## config.mk

```make
export PLATFORM = sky130hd
export DESIGN_NAME = priv_top
export DESIGN_NICKNAME = d
export VERILOG_FILES = /design/src/priv_pkg.sv /design/src/csr_regfile.sv /design/src/priv_exec.sv /design/src/priv_top.sv /design/src/tlb_entry.sv /design/src/tlb_lookup.sv
export SDC_FILE = /design/constraint.sdc
export NUM_CORES = 2
export LEC_CHECK = 0
export ABC_CLOCK_PERIOD_IN_PS = 17400
export BUFFER_PORTS_ARGS = -buffer_cell sky130_fd_sc_hd__buf_2
export CAP_MARGIN = 20
export CORE_ASPECT_RATIO = 1.75
export CORE_UTILIZATION = 47
export CTS_CLUSTER_DIAMETER = 60
export DETAILED_ROUTE_END_ITERATION = 6
export REMOVE_ABC_BUFFERS = 1
export SLEW_MARGIN = 0
export SYNTH_ARGS = -nofsm -noshare
export SYNTH_HDL_FRONTEND = slang
export SYNTH_HIERARCHICAL = 1
export SYNTH_SLANG_ARGS = --single-unit
```

## constraint.sdc

```tcl
create_clock -name clk -period 17.4 [get_ports clk]
set_input_delay 0.87 -clock clk [delete_from_list [all_inputs] [get_ports clk]]
set_output_delay 0.87 -clock clk [all_outputs]
set_load 0.02 [all_outputs]
```

## src/priv_pkg.sv

```systemverilog
package priv_pkg;

    typedef logic [31:0] word_t;
    typedef logic [13:0] csr_addr_t;
    typedef logic [9:0]  asid_t;
    typedef logic [18:0] vppn_t;
    typedef logic [2:0]  tlb_index_t;

    localparam int TLB_ENTRIES = 8;

    localparam csr_addr_t CSR_CRMD    = 14'h0;
    localparam csr_addr_t CSR_PRMD    = 14'h1;
    localparam csr_addr_t CSR_ERA     = 14'h6;
    localparam csr_addr_t CSR_TLBIDX  = 14'h10;
    localparam csr_addr_t CSR_TLBEHI  = 14'h11;
    localparam csr_addr_t CSR_TLBELO0 = 14'h12;
    localparam csr_addr_t CSR_TLBELO1 = 14'h13;
    localparam csr_addr_t CSR_ASID    = 14'h18;

    typedef enum logic [6:0] {
        INIT      = 7'b0000001,
        CSR       = 7'b0000010,
        TLB       = 7'b0000100,
        ERTN      = 7'b0001000,
        DONE_CSR  = 7'b0010000,
        DONE_TLB  = 7'b0100000,
        DONE_ERTN = 7'b1000000
    } priv_state_t;

    typedef struct packed {
        logic       is_csr;
        logic       is_tlb;
        logic       is_ertn;
        word_t      pc_next;
        word_t      inst;
        word_t      sr0;     // rj
        word_t      sr1;     // rk
        logic [4:0] addr;    // rd
        word_t      imm;
    } priv_op_t;

    typedef struct packed {
        logic      query_en;
        csr_addr_t addr;
        word_t     wmask;
        word_t     wdata;
    } csr_req_t;

    typedef struct packed {
        logic       srch;
        logic       rd;
        logic       we;
        logic       inv;
        tlb_index_t index;
        logic [2:0] inv_op;
        asid_t      clear_asid;
        vppn_t      clear_vppn;
    } tlb_cmd_t;

    typedef struct packed {
        logic  e;
        logic  g;
        asid_t asid;
        vppn_t vppn;
        word_t lo0;
        word_t lo1;
    } tlb_entry_t;

    typedef struct packed {
        logic       hit;
        tlb_index_t hit_index;
        tlb_entry_t entry;
    } tlb_result_t;

endpackage

```

## src/csr_regfile.sv

```systemverilog
`timescale 1ns/100ps

module csr_regfile (
    input  logic                  clk,
    input  logic                  rstn,
    input  priv_pkg::csr_req_t    csr_req,
    input  logic                  restore,
    input  priv_pkg::tlb_cmd_t    tlb_cmd,
    input  priv_pkg::tlb_result_t tlb_res,
    output priv_pkg::word_t       rdata,
    output priv_pkg::word_t       era,
    output priv_pkg::tlb_entry_t  wr_entry,
    output priv_pkg::vppn_t       srch_vppn,
    output priv_pkg::asid_t       cur_asid,
    output priv_pkg::tlb_index_t  rd_index
);
    import priv_pkg::*;

    word_t crmd;
    word_t prmd;
    word_t tlbidx;   // ne at bit 31
    word_t tlbehi;
    word_t tlbelo0;
    word_t tlbelo1;
    word_t asid;

    function automatic word_t merge(word_t old, csr_req_t req);
        return (old & ~req.wmask) | (req.wdata & req.wmask);
    endfunction

    always_comb begin
        case (csr_req.addr)
            CSR_CRMD:    rdata = crmd;
            CSR_PRMD:    rdata = prmd;
            CSR_ERA:     rdata = era;
            CSR_TLBIDX:  rdata = tlbidx;
            CSR_TLBEHI:  rdata = tlbehi;
            CSR_TLBELO0: rdata = tlbelo0;
            CSR_TLBELO1: rdata = tlbelo1;
            CSR_ASID:    rdata = asid;
            default:     rdata = '0;
        endcase
    end

    always_ff @(posedge clk) begin
        if (!rstn) begin
            crmd    <= 32'h8;   // da=1
            prmd    <= '0;
            era     <= '0;
            tlbidx  <= '0;
            tlbehi  <= '0;
            tlbelo0 <= '0;
            tlbelo1 <= '0;
            asid    <= '0;
        end else if (csr_req.query_en) begin
            case (csr_req.addr)
                CSR_CRMD:    crmd    <= merge(crmd, csr_req);
                CSR_PRMD:    prmd    <= merge(prmd, csr_req);
                CSR_ERA:     era     <= merge(era, csr_req);
                CSR_TLBIDX:  tlbidx  <= merge(tlbidx, csr_req);
                CSR_TLBEHI:  tlbehi  <= merge(tlbehi, csr_req);
                CSR_TLBELO0: tlbelo0 <= merge(tlbelo0, csr_req);
                CSR_TLBELO1: tlbelo1 <= merge(tlbelo1, csr_req);
                CSR_ASID:    asid    <= merge(asid, csr_req);
                default: ;
            endcase
        end else if (restore) begin
            crmd[2:0] <= prmd[2:0];   // pplv, pie
        end else if (tlb_cmd.srch) begin
            tlbidx[31] <= ~tlb_res.hit;
            if (tlb_res.hit)
                tlbidx[2:0] <= tlb_res.hit_index;   // index kept on a miss
        end else if (tlb_cmd.rd) begin
            tlbehi     <= {tlb_res.entry.vppn, 13'd0};
            tlbelo0    <= tlb_res.entry.lo0;
            tlbelo1    <= tlb_res.entry.lo1;
            asid[9:0]  <= tlb_res.entry.asid;
            tlbidx[31] <= ~tlb_res.entry.e;
        end
    end

    always_comb begin
        wr_entry.e    = ~tlbidx[31];
        wr_entry.g    = tlbelo0[6] & tlbelo1[6];
        wr_entry.asid = asid[9:0];
        wr_entry.vppn = tlbehi[31:13];
        wr_entry.lo0  = tlbelo0;
        wr_entry.lo1  = tlbelo1;
    end

    assign srch_vppn = tlbehi[31:13];
    assign cur_asid  = asid[9:0];
    assign rd_index  = tlbidx[2:0];

endmodule

```

## src/priv_exec.sv

```systemverilog
`timescale 1ns/100ps

module priv_exec (
    input  logic                clk,
    input  logic                rstn,
    input  logic                en_in,
    input  priv_pkg::priv_op_t  op,
    input  priv_pkg::word_t     csr_rdata,
    input  priv_pkg::word_t     era,
    output logic                en_out,
    output logic                flush,
    output logic                stall,
    output logic                restore,
    output priv_pkg::word_t     pc_target,
    output priv_pkg::word_t     result,
    output logic [4:0]          addr_out,
    output priv_pkg::csr_req_t  csr_req,
    output priv_pkg::tlb_cmd_t  tlb_cmd
);
    import priv_pkg::*;

    priv_state_t state;
    priv_state_t next_state;
    tlb_cmd_t    cmd_q;
    logic        fill_mode;
    tlb_index_t  fill_cnt;
    logic        accept;
    logic        is_inv;
    logic [2:0]  tlb_sub;
    logic [2:0]  inv_op;
    word_t       wmask;

    // only one class flag may be set
    assign accept = en_in && ({op.is_csr, op.is_tlb, op.is_ertn} inside {3'b100, 3'b010, 3'b001});

    assign is_inv  = op.inst[16:15] == 2'b11;
    assign tlb_sub = op.inst[12:10];

    always_comb begin
        if (op.inst[4:0] == 5'd0)
            inv_op = 3'd1;          // op 0 behaves as op 1
        else if (op.inst[4:0] >= 5'd7)
            inv_op = 3'd7;          // no-op
        else
            inv_op = op.inst[2:0];
    end

    // csrwr full, csrrd none, csrxchg rj
    assign wmask = (op.inst[9:5] == 5'd1) ? '1 : (op.inst[9:5] == 5'd0) ? '0 : op.sr0;

    // tlbwr takes TLBIDX, read through the csr port while in TLB
    always_comb begin
        tlb_cmd = cmd_q;
        tlb_cmd.index = fill_mode ? fill_cnt : csr_rdata[2:0];
    end

    always_ff @(posedge clk) begin
        if (!rstn)
            state <= INIT;
        else
            state <= next_state;
    end

    always_comb begin
        next_state = state;
        case (state)
            INIT: begin
                if (accept && op.is_csr)
                    next_state = CSR;
                else if (accept && op.is_tlb)
                    next_state = TLB;
                else if (accept && op.is_ertn)
                    next_state = ERTN;
            end
            CSR:  next_state = DONE_CSR;
            TLB:  next_state = DONE_TLB;
            ERTN: next_state = DONE_ERTN;
            default: next_state = INIT;
        endcase
    end

    always_ff @(posedge clk) begin
        if (!rstn) begin
            en_out    <= 1'b0;
            flush     <= 1'b0;
            stall     <= 1'b0;
            restore   <= 1'b0;
            pc_target <= '0;
            result    <= '0;
            addr_out  <= '0;
            csr_req   <= '0;
            cmd_q     <= '0;
            fill_mode <= 1'b0;
            fill_cnt  <= '0;
        end else begin
            case (next_state)
                INIT: begin
                    en_out   <= 1'b0;
                    flush    <= 1'b0;
                    result   <= '0;
                    addr_out <= '0;
                end
                CSR: begin
                    pc_target        <= op.pc_next;
                    stall            <= 1'b1;
                    addr_out         <= op.addr;
                    csr_req.query_en <= 1'b1;
                    csr_req.addr     <= op.imm[13:0];
                    csr_req.wmask    <= wmask;
                    csr_req.wdata    <= op.sr1;
                end
                TLB: begin
                    pc_target        <= op.pc_next;
                    stall            <= 1'b1;
                    csr_req.addr     <= CSR_TLBIDX;
                    fill_mode        <= !is_inv && tlb_sub == 3'd5;
                    cmd_q.srch       <= !is_inv && tlb_sub == 3'd2;
                    cmd_q.rd         <= !is_inv && tlb_sub == 3'd3;
                    cmd_q.we         <= !is_inv && (tlb_sub == 3'd4 || tlb_sub == 3'd5);
                    cmd_q.inv        <= is_inv;
                    cmd_q.inv_op     <= inv_op;
                    cmd_q.clear_asid <= op.sr0[9:0];
                    cmd_q.clear_vppn <= op.sr1[31:13];
                end
                ERTN: begin
                    pc_target <= era;
                    restore   <= 1'b1;
                    stall     <= 1'b1;
                end
                DONE_CSR: begin
                    en_out           <= 1'b1;
                    flush            <= 1'b1;
                    stall            <= 1'b0;
                    result           <= csr_rdata;   // old value
                    csr_req.query_en <= 1'b0;
                end
                DONE_TLB: begin
                    en_out     <= 1'b1;
                    flush      <= 1'b1;
                    stall      <= 1'b0;
                    cmd_q.srch <= 1'b0;
                    cmd_q.rd   <= 1'b0;
                    cmd_q.we   <= 1'b0;
                    cmd_q.inv  <= 1'b0;
                    if (fill_mode)
                        fill_cnt <= fill_cnt + 1'b1;
                end
                DONE_ERTN: begin
                    en_out  <= 1'b1;
                    flush   <= 1'b1;
                    stall   <= 1'b0;
                    restore <= 1'b0;
                end
                default: ;
            endcase
        end
    end

endmodule

```

## src/priv_top.sv

```systemverilog
`timescale 1ns/100ps

module priv_top (
    input  logic               clk,
    input  logic               rstn,
    input  logic               en_in,
    input  priv_pkg::priv_op_t op,
    output logic               en_out,
    output logic               flush,
    output logic               stall,
    output priv_pkg::word_t    pc_target,
    output priv_pkg::word_t    result,
    output logic [4:0]         addr_out
);
    import priv_pkg::*;

    word_t                  csr_rdata;
    word_t                  era;
    logic                   restore;
    csr_req_t               csr_req;
    tlb_cmd_t               tlb_cmd;
    tlb_entry_t             wr_entry;
    vppn_t                  srch_vppn;
    asid_t                  cur_asid;
    tlb_index_t             rd_index;
    tlb_result_t            tlb_res;
    logic [TLB_ENTRIES-1:0] match;
    tlb_entry_t             entries [TLB_ENTRIES];

    priv_exec i_priv_exec (
        .clk       (clk),
        .rstn      (rstn),
        .en_in     (en_in),
        .op        (op),
        .csr_rdata (csr_rdata),
        .era       (era),
        .en_out    (en_out),
        .flush     (flush),
        .stall     (stall),
        .restore   (restore),
        .pc_target (pc_target),
        .result    (result),
        .addr_out  (addr_out),
        .csr_req   (csr_req),
        .tlb_cmd   (tlb_cmd)
    );

    csr_regfile i_csr_regfile (
        .clk       (clk),
        .rstn      (rstn),
        .csr_req   (csr_req),
        .restore   (restore),
        .tlb_cmd   (tlb_cmd),
        .tlb_res   (tlb_res),
        .rdata     (csr_rdata),
        .era       (era),
        .wr_entry  (wr_entry),
        .srch_vppn (srch_vppn),
        .cur_asid  (cur_asid),
        .rd_index  (rd_index)
    );

    for (genvar i = 0; i < TLB_ENTRIES; i++) begin : g_entry
        tlb_entry i_tlb_entry (
            .clk       (clk),
            .rstn      (rstn),
            .we        (tlb_cmd.we && tlb_cmd.index == tlb_index_t'(i)),
            .wr_entry  (wr_entry),
            .tlb_cmd   (tlb_cmd),
            .srch_vppn (srch_vppn),
            .cur_asid  (cur_asid),
            .entry     (entries[i]),
            .match     (match[i])
        );
    end

    tlb_lookup i_tlb_lookup (
        .match    (match),
        .entries  (entries),
        .rd_index (rd_index),
        .res      (tlb_res)
    );

endmodule

```

## src/tlb_entry.sv

```systemverilog
`timescale 1ns/100ps

module tlb_entry (
    input  logic                 clk,
    input  logic                 rstn,
    input  logic                 we,
    input  priv_pkg::tlb_entry_t wr_entry,
    input  priv_pkg::tlb_cmd_t   tlb_cmd,
    input  priv_pkg::vppn_t      srch_vppn,
    input  priv_pkg::asid_t      cur_asid,
    output priv_pkg::tlb_entry_t entry,
    output logic                 match
);
    import priv_pkg::*;

    tlb_entry_t data;
    logic       valid;
    logic       asid_eq;
    logic       vppn_eq;
    logic       inv_hit;

    assign asid_eq = data.asid == tlb_cmd.clear_asid;
    assign vppn_eq = data.vppn == tlb_cmd.clear_vppn;

    always_comb begin
        case (tlb_cmd.inv_op)
            3'd1:    inv_hit = 1'b1;
            3'd2:    inv_hit = data.g;
            3'd3:    inv_hit = !data.g;
            3'd4:    inv_hit = !data.g && asid_eq;
            3'd5:    inv_hit = !data.g && asid_eq && vppn_eq;
            3'd6:    inv_hit = (data.g || asid_eq) && vppn_eq;
            default: inv_hit = 1'b0;
        endcase
    end

    always_ff @(posedge clk) begin
        if (!rstn)
            valid <= 1'b0;
        else if (we)
            valid <= wr_entry.e;
        else if (tlb_cmd.inv && inv_hit)
            valid <= 1'b0;
    end

    always_ff @(posedge clk) begin
        if (we)
            data <= wr_entry;
    end

    always_comb begin
        entry   = data;
        entry.e = valid;
    end

    assign match = valid && data.vppn == srch_vppn && (data.g || data.asid == cur_asid);

endmodule

```

## src/tlb_lookup.sv

```systemverilog
`timescale 1ns/100ps

module tlb_lookup (
    input  logic [priv_pkg::TLB_ENTRIES-1:0] match,
    input  priv_pkg::tlb_entry_t             entries [priv_pkg::TLB_ENTRIES],
    input  priv_pkg::tlb_index_t             rd_index,
    output priv_pkg::tlb_result_t            res
);
    import priv_pkg::*;

    always_comb begin
        res = '0;
        res.hit = |match;
        // walk down so the lowest match wins
        for (int i = TLB_ENTRIES - 1; i >= 0; i--) begin
            if (match[i])
                res.hit_index = tlb_index_t'(i);
        end
        res.entry = entries[rd_index];   // for tlbrd
    end

endmodule

```

# After elaboration in Yosys (flattened, before gate mapping)
# Cells that the tools add are included.
[totals] wordCells=406 reg_bits=1214 input_bits=171 out_inout_bits=72
[classes] magnitude_cmp=2 n_eq_ne=80 n_bitwise=23 addsub=1 mux=86 reduce_logical=134
[ops] op="$mux 32" n=18
[ops] op="$eq 19x19->1" n=16
[ops] op="$and 32x32->32" n=9
[ops] op="$bmux 95 s3" n=1
[ops] op="$or 32x32->32" n=8
[ops] op="$pmux 32 s8" n=1
[ops] op="$mux 95" n=2
[ops] op="$eq 10x10->1" n=16
[ops] op="$pmux 32 s2" n=2
[ops] op="$eq 14x5->1 const B" n=5
[ops] op="$logic_and 1x1->1" n=64
[ops] op="$mux 3" n=18
[ops] op="$mux 10" n=5
[ops] op="$pmux 1 s6" n=8
[ops] op="$reduce_bool 2->1" n=21
[ops] op="$not 32->32" n=1
[ops] op="$eq 3x3->1 const B" n=10
[ops] op="$pmux 14 s2" n=1
[ops] op="$pmux 7 s4" n=1
[ops] op="$eq 3x2->1 const B" n=7
[ops] op="$mux 7" n=3
[ops] op="$mux 1" n=20
[ops] op="$reduce_and 4->1" n=5
[ops] op="$logic_or 1x1->1" n=17
[ops] op="other kinds (33)" n=67

# Logic depth before layout (Yosys ltp)
[logic_depth] depth_word=15 depth_mapped=12 depth_no_buf=10

# Hierarchy
# The synthesis kept the hierarchy.
[modules_own_cells] module="tlb_entry" seq_area_each_um2=2842.7 cells_each=188 instances=8 area_per_inst_um2=3580.9
[modules_own_cells] module="csr_regfile" seq_area_each_um2=5124.9 cells_each=1726 instances=1 area_per_inst_um2=14383.8
[modules_own_cells] module="priv_exec" seq_area_each_um2=3963.8 cells_each=904 instances=1 area_per_inst_um2=8017.7
[modules_own_cells] module="tlb_lookup" seq_area_each_um2=0.0 cells_each=351 instances=1 area_per_inst_um2=5728.0
[modules_own_cells] module="priv_top" seq_area_each_um2=0.0 cells_each=8 instances=1 area_per_inst_um2=96.3

# Least setup slack after synthesis
# No wires, ideal clock.
[synth_timing] path_type="reg2reg" startpoint="reg i_priv_exec/csr_req[64] (netlist name)" endpoint="reg g_entry[0].i_tlb_entry.valid" setup_time_ps=58 period_less_slack_ps=7963 stages_incl_launch_ff=13 setup_slack_ps=9437 t_arrival_ps=7905 path_buffers=3 required_ps=17342 path_cell_list="dfxtp_1 > buf_2 > buf_4 > buf_4 > mux2i_1 > nor2_1 > a221o_1 > a221o_1 > mux2_2 > nor4b_2 > nand2_1 > nand4_1 > o211a_1"
[synth_lines] element="to (signal assigned)" line_no="tlb_entry.sv:41" rtl="valid <= wr_entry.e;"
[synth_lines] element="to (decl)" line_no="tlb_entry.sv:17" rtl="logic valid;"

==> impl_metrics.toml <==
[status]
status = "finished, final reports clean"

[die]
core-area_um2 = 119800
die_h_um = 461.9
fp.dieArea_um2 = 122300
dieWidth_um = 264.8
io_pins = 243
row_count = 168
initial_utilization_pct = 47.42

[global_routing]
grt_pass1_wl_mm = 277.6
grt.overflow.total = 0
grt_pass1_vias = 40290
groute.usage.overall_pct = 31.24
grt_antenna_before_repair = 1
grt_max_degree = 141

[finish]
finalNetCount = 4679
final_layout_size_suffix_gt1_share_pct = 19.14
synthToLayoutAreaGrowth_pct = 9.868
post-route-util_pct = 52.10
fill_cells = 10330

[setup_path]
endpoint_kind = "register"
critPathArrivalTime_ns = 6.58
critPathRequiredTime_ns = 18.09
start_kind = "register"
crit_top_cell = "buf_4"
worst-r2r-setup-slack_ns = 11.51
cp_slowest_stage_delay_ns = 0.82
slowest_stage = "and4bb_4"
crit_type = "register to register"
cp_max_fo = 45
crit_chain = "buf_4 -> nor3_1 -> and4_2 -> buf_4 -> a221o_1 -> mux2_2 -> and4bb_4 -> buf_4 -> buf_4 -> nand2_1 -> nand4_1 -> o211a_1"

[sta]
max_slew_margin_pct = 21.65
setup_slack_ns = 11.51
finalCritPeriodShare_pct = 33.87
rsz0062_at_grt = "no"
hold_viol = 0
worst_pin_slew_ns = 1.175
fin_crit_ns = 5.894
slew_viol_final = 0
setup_viol = 0
fmax_mhz = 169.7
finalClockSkew_ns = 0.04022
tns_ns = 0

[clock_network]
cts_buffer_depth = 3
path_clk_slew_ns = 0.07
cts_root_buffer = "clkbuf_16"
cts_tree = "done"
hold_buffers = 0
clock-sinks = 1214
clk_latency_ns = 0.77
htree_levels = 3
postCtsSetupBuffers = 0
cts-resized-gates = 0
cts-buffers-inserted = 111

[placement]
dpl_worst_slack_ns = 11.59
gp_congestion = 0.8809
port_buffers = 207
hpwl_mm = 123.5

[run]
cap_violations = 0

[power]
p_seq_share_pct = 52.4
finalPower_mw = 5.888
intPower_mw = 4.513
ir_drop_uv = 68.36
clkPwrFrac_pct = 43.1
swShare_pct = 23.34
leakage_nw = 19.19
p_sw_mw = 1.374
power_density_nw_per_um2 = 94.32
p_comb_share_pct = 4.5

[routing]
firstDrtPassIters = 5
vias = 40860
wl_met3_mm = 16.56
drt_iter0_markers = 4484
drc_errors = 0
ant_nets = 0
top_layer_used = "met4"
wire_per_inst_um = 31.59
wl_met1_mm = 70.67
route.met2.wl_mm = 93.37
drt_wl_total_mm = 193.8
viasPerCell = 6.658

[synthesis]
syn_area_um2 = 56820
syn_inst = 4490
ys_warn_count = 6
syn-mean-instance-area_um2 = 12.65

[min_path]
worstHoldPathType = "primary input to register"
## worst max-delay path: cells and delay by family (launching register included)
family	cells	cell delay [ns]
mux	1	0.37
buf+inv	4	2.29
compound gates	2	0.67
simple gates	5	1.58
flops	1	0.79
## metrics by stage
| stage | hold WS [ns] | std cells | area [µm²] |
|---|---|---|---|
| 3_5_place_dp | 0.4455 | 5922 | 58650 |
| 6_report | 0.3137 | 6136 | 62420 |
| 3_3_place_gp | 0.4355 | 5921 | 58630 |
| 2_1_floorplan | 0.4490 | 4071 | 54600 |
| 4_1_cts | 0.2800 | 6132 | 62370 |
| 5_1_grt | 0.3132 | 6134 | 62420 |
## power by group through the flow
stage               clock network (mW)  registers, mW  logic [mW]
floorplan                            0           3.15       0.121
global placement                     0           3.14       0.254
detailed placement                   0           3.15       0.257
CTS                               2.56           3.08       0.258
global route                      2.67           3.08       0.278
finish                            2.54           3.08       0.267
## routing by layer
layer	track usage, %	vias to the layer above
li1	-	17400
met5	0	-
met2	52.28	2347
met3	4.647	538
met1	38.00	20570
met4	19.26	0
## placed cells by master, fill, tap and decap left out, types with 12 or more instances in the layout
cell type and n:
a21oi_1 325, a31oi_1 12, o2111ai_1 17, clkbuf_1 18, a221o_1 45, a22o_1 32, xnor2_1 75, a22oi_1 34
nor4_1 102, clkinv_2 21, o211ai_1 57, buf_2 206, dfxtp_1 456, a211oi_1 38, clkinv_1 22, clkbuf_16 114
nor2_1 76, mux4_2 188, inv_1 46, nand4_1 48, o31ai_1 44, a311oi_1 128, xor2_1 395, a211oi_2 28
nand3_1 230, o211a_1 38, edfxtp_1 752, or3_1 34, nand3b_1 32, nand2b_1 21, buf_4 112, o21ai_0 291
nand2_1 183, mux2i_1 50, nor3_1 16, o22a_1 19, mux2_2 102
## worst paths after layout
| kind | end | depth (start not counted) | from |
|---|---|---|---|
| worst max register to register | g_entry[4].i_tlb_entry/valid | 12 | i_priv_exec/csr_req[68] |
| worst max-delay path | g_entry[4].i_tlb_entry/valid | 12 | i_priv_exec/csr_req[68] |
| worst min register to register | i_priv_exec/addr_out[0] | 2 | i_priv_exec/addr_out[0] |
| worst min-delay path | i_priv_exec/addr_out[0] | 2 | op[32] |
## final cells by class
| cell class | instances | area, µm² | area share [%] |
|---|---|---|---|
| Antenna cell | 2 | 5.005 | 0.008017 |
| Clock inverter | 72 | 715.7 | 1.146 |
| Clock buffer | 138 | 3003 | 4.810 |
| Sequential cell | 1214 | 31850 | 51.02 |
| Timing Repair Buffer | 323 | 1987 | 3.183 |
| Inverter | 49 | 196.4 | 0.3147 |
| Multi-Input combinational cell | 2808 | 22750 | 36.45 |
| Tap cell | 1530 | 1914 | 3.067 |
(Power assumes the default switching activity.)
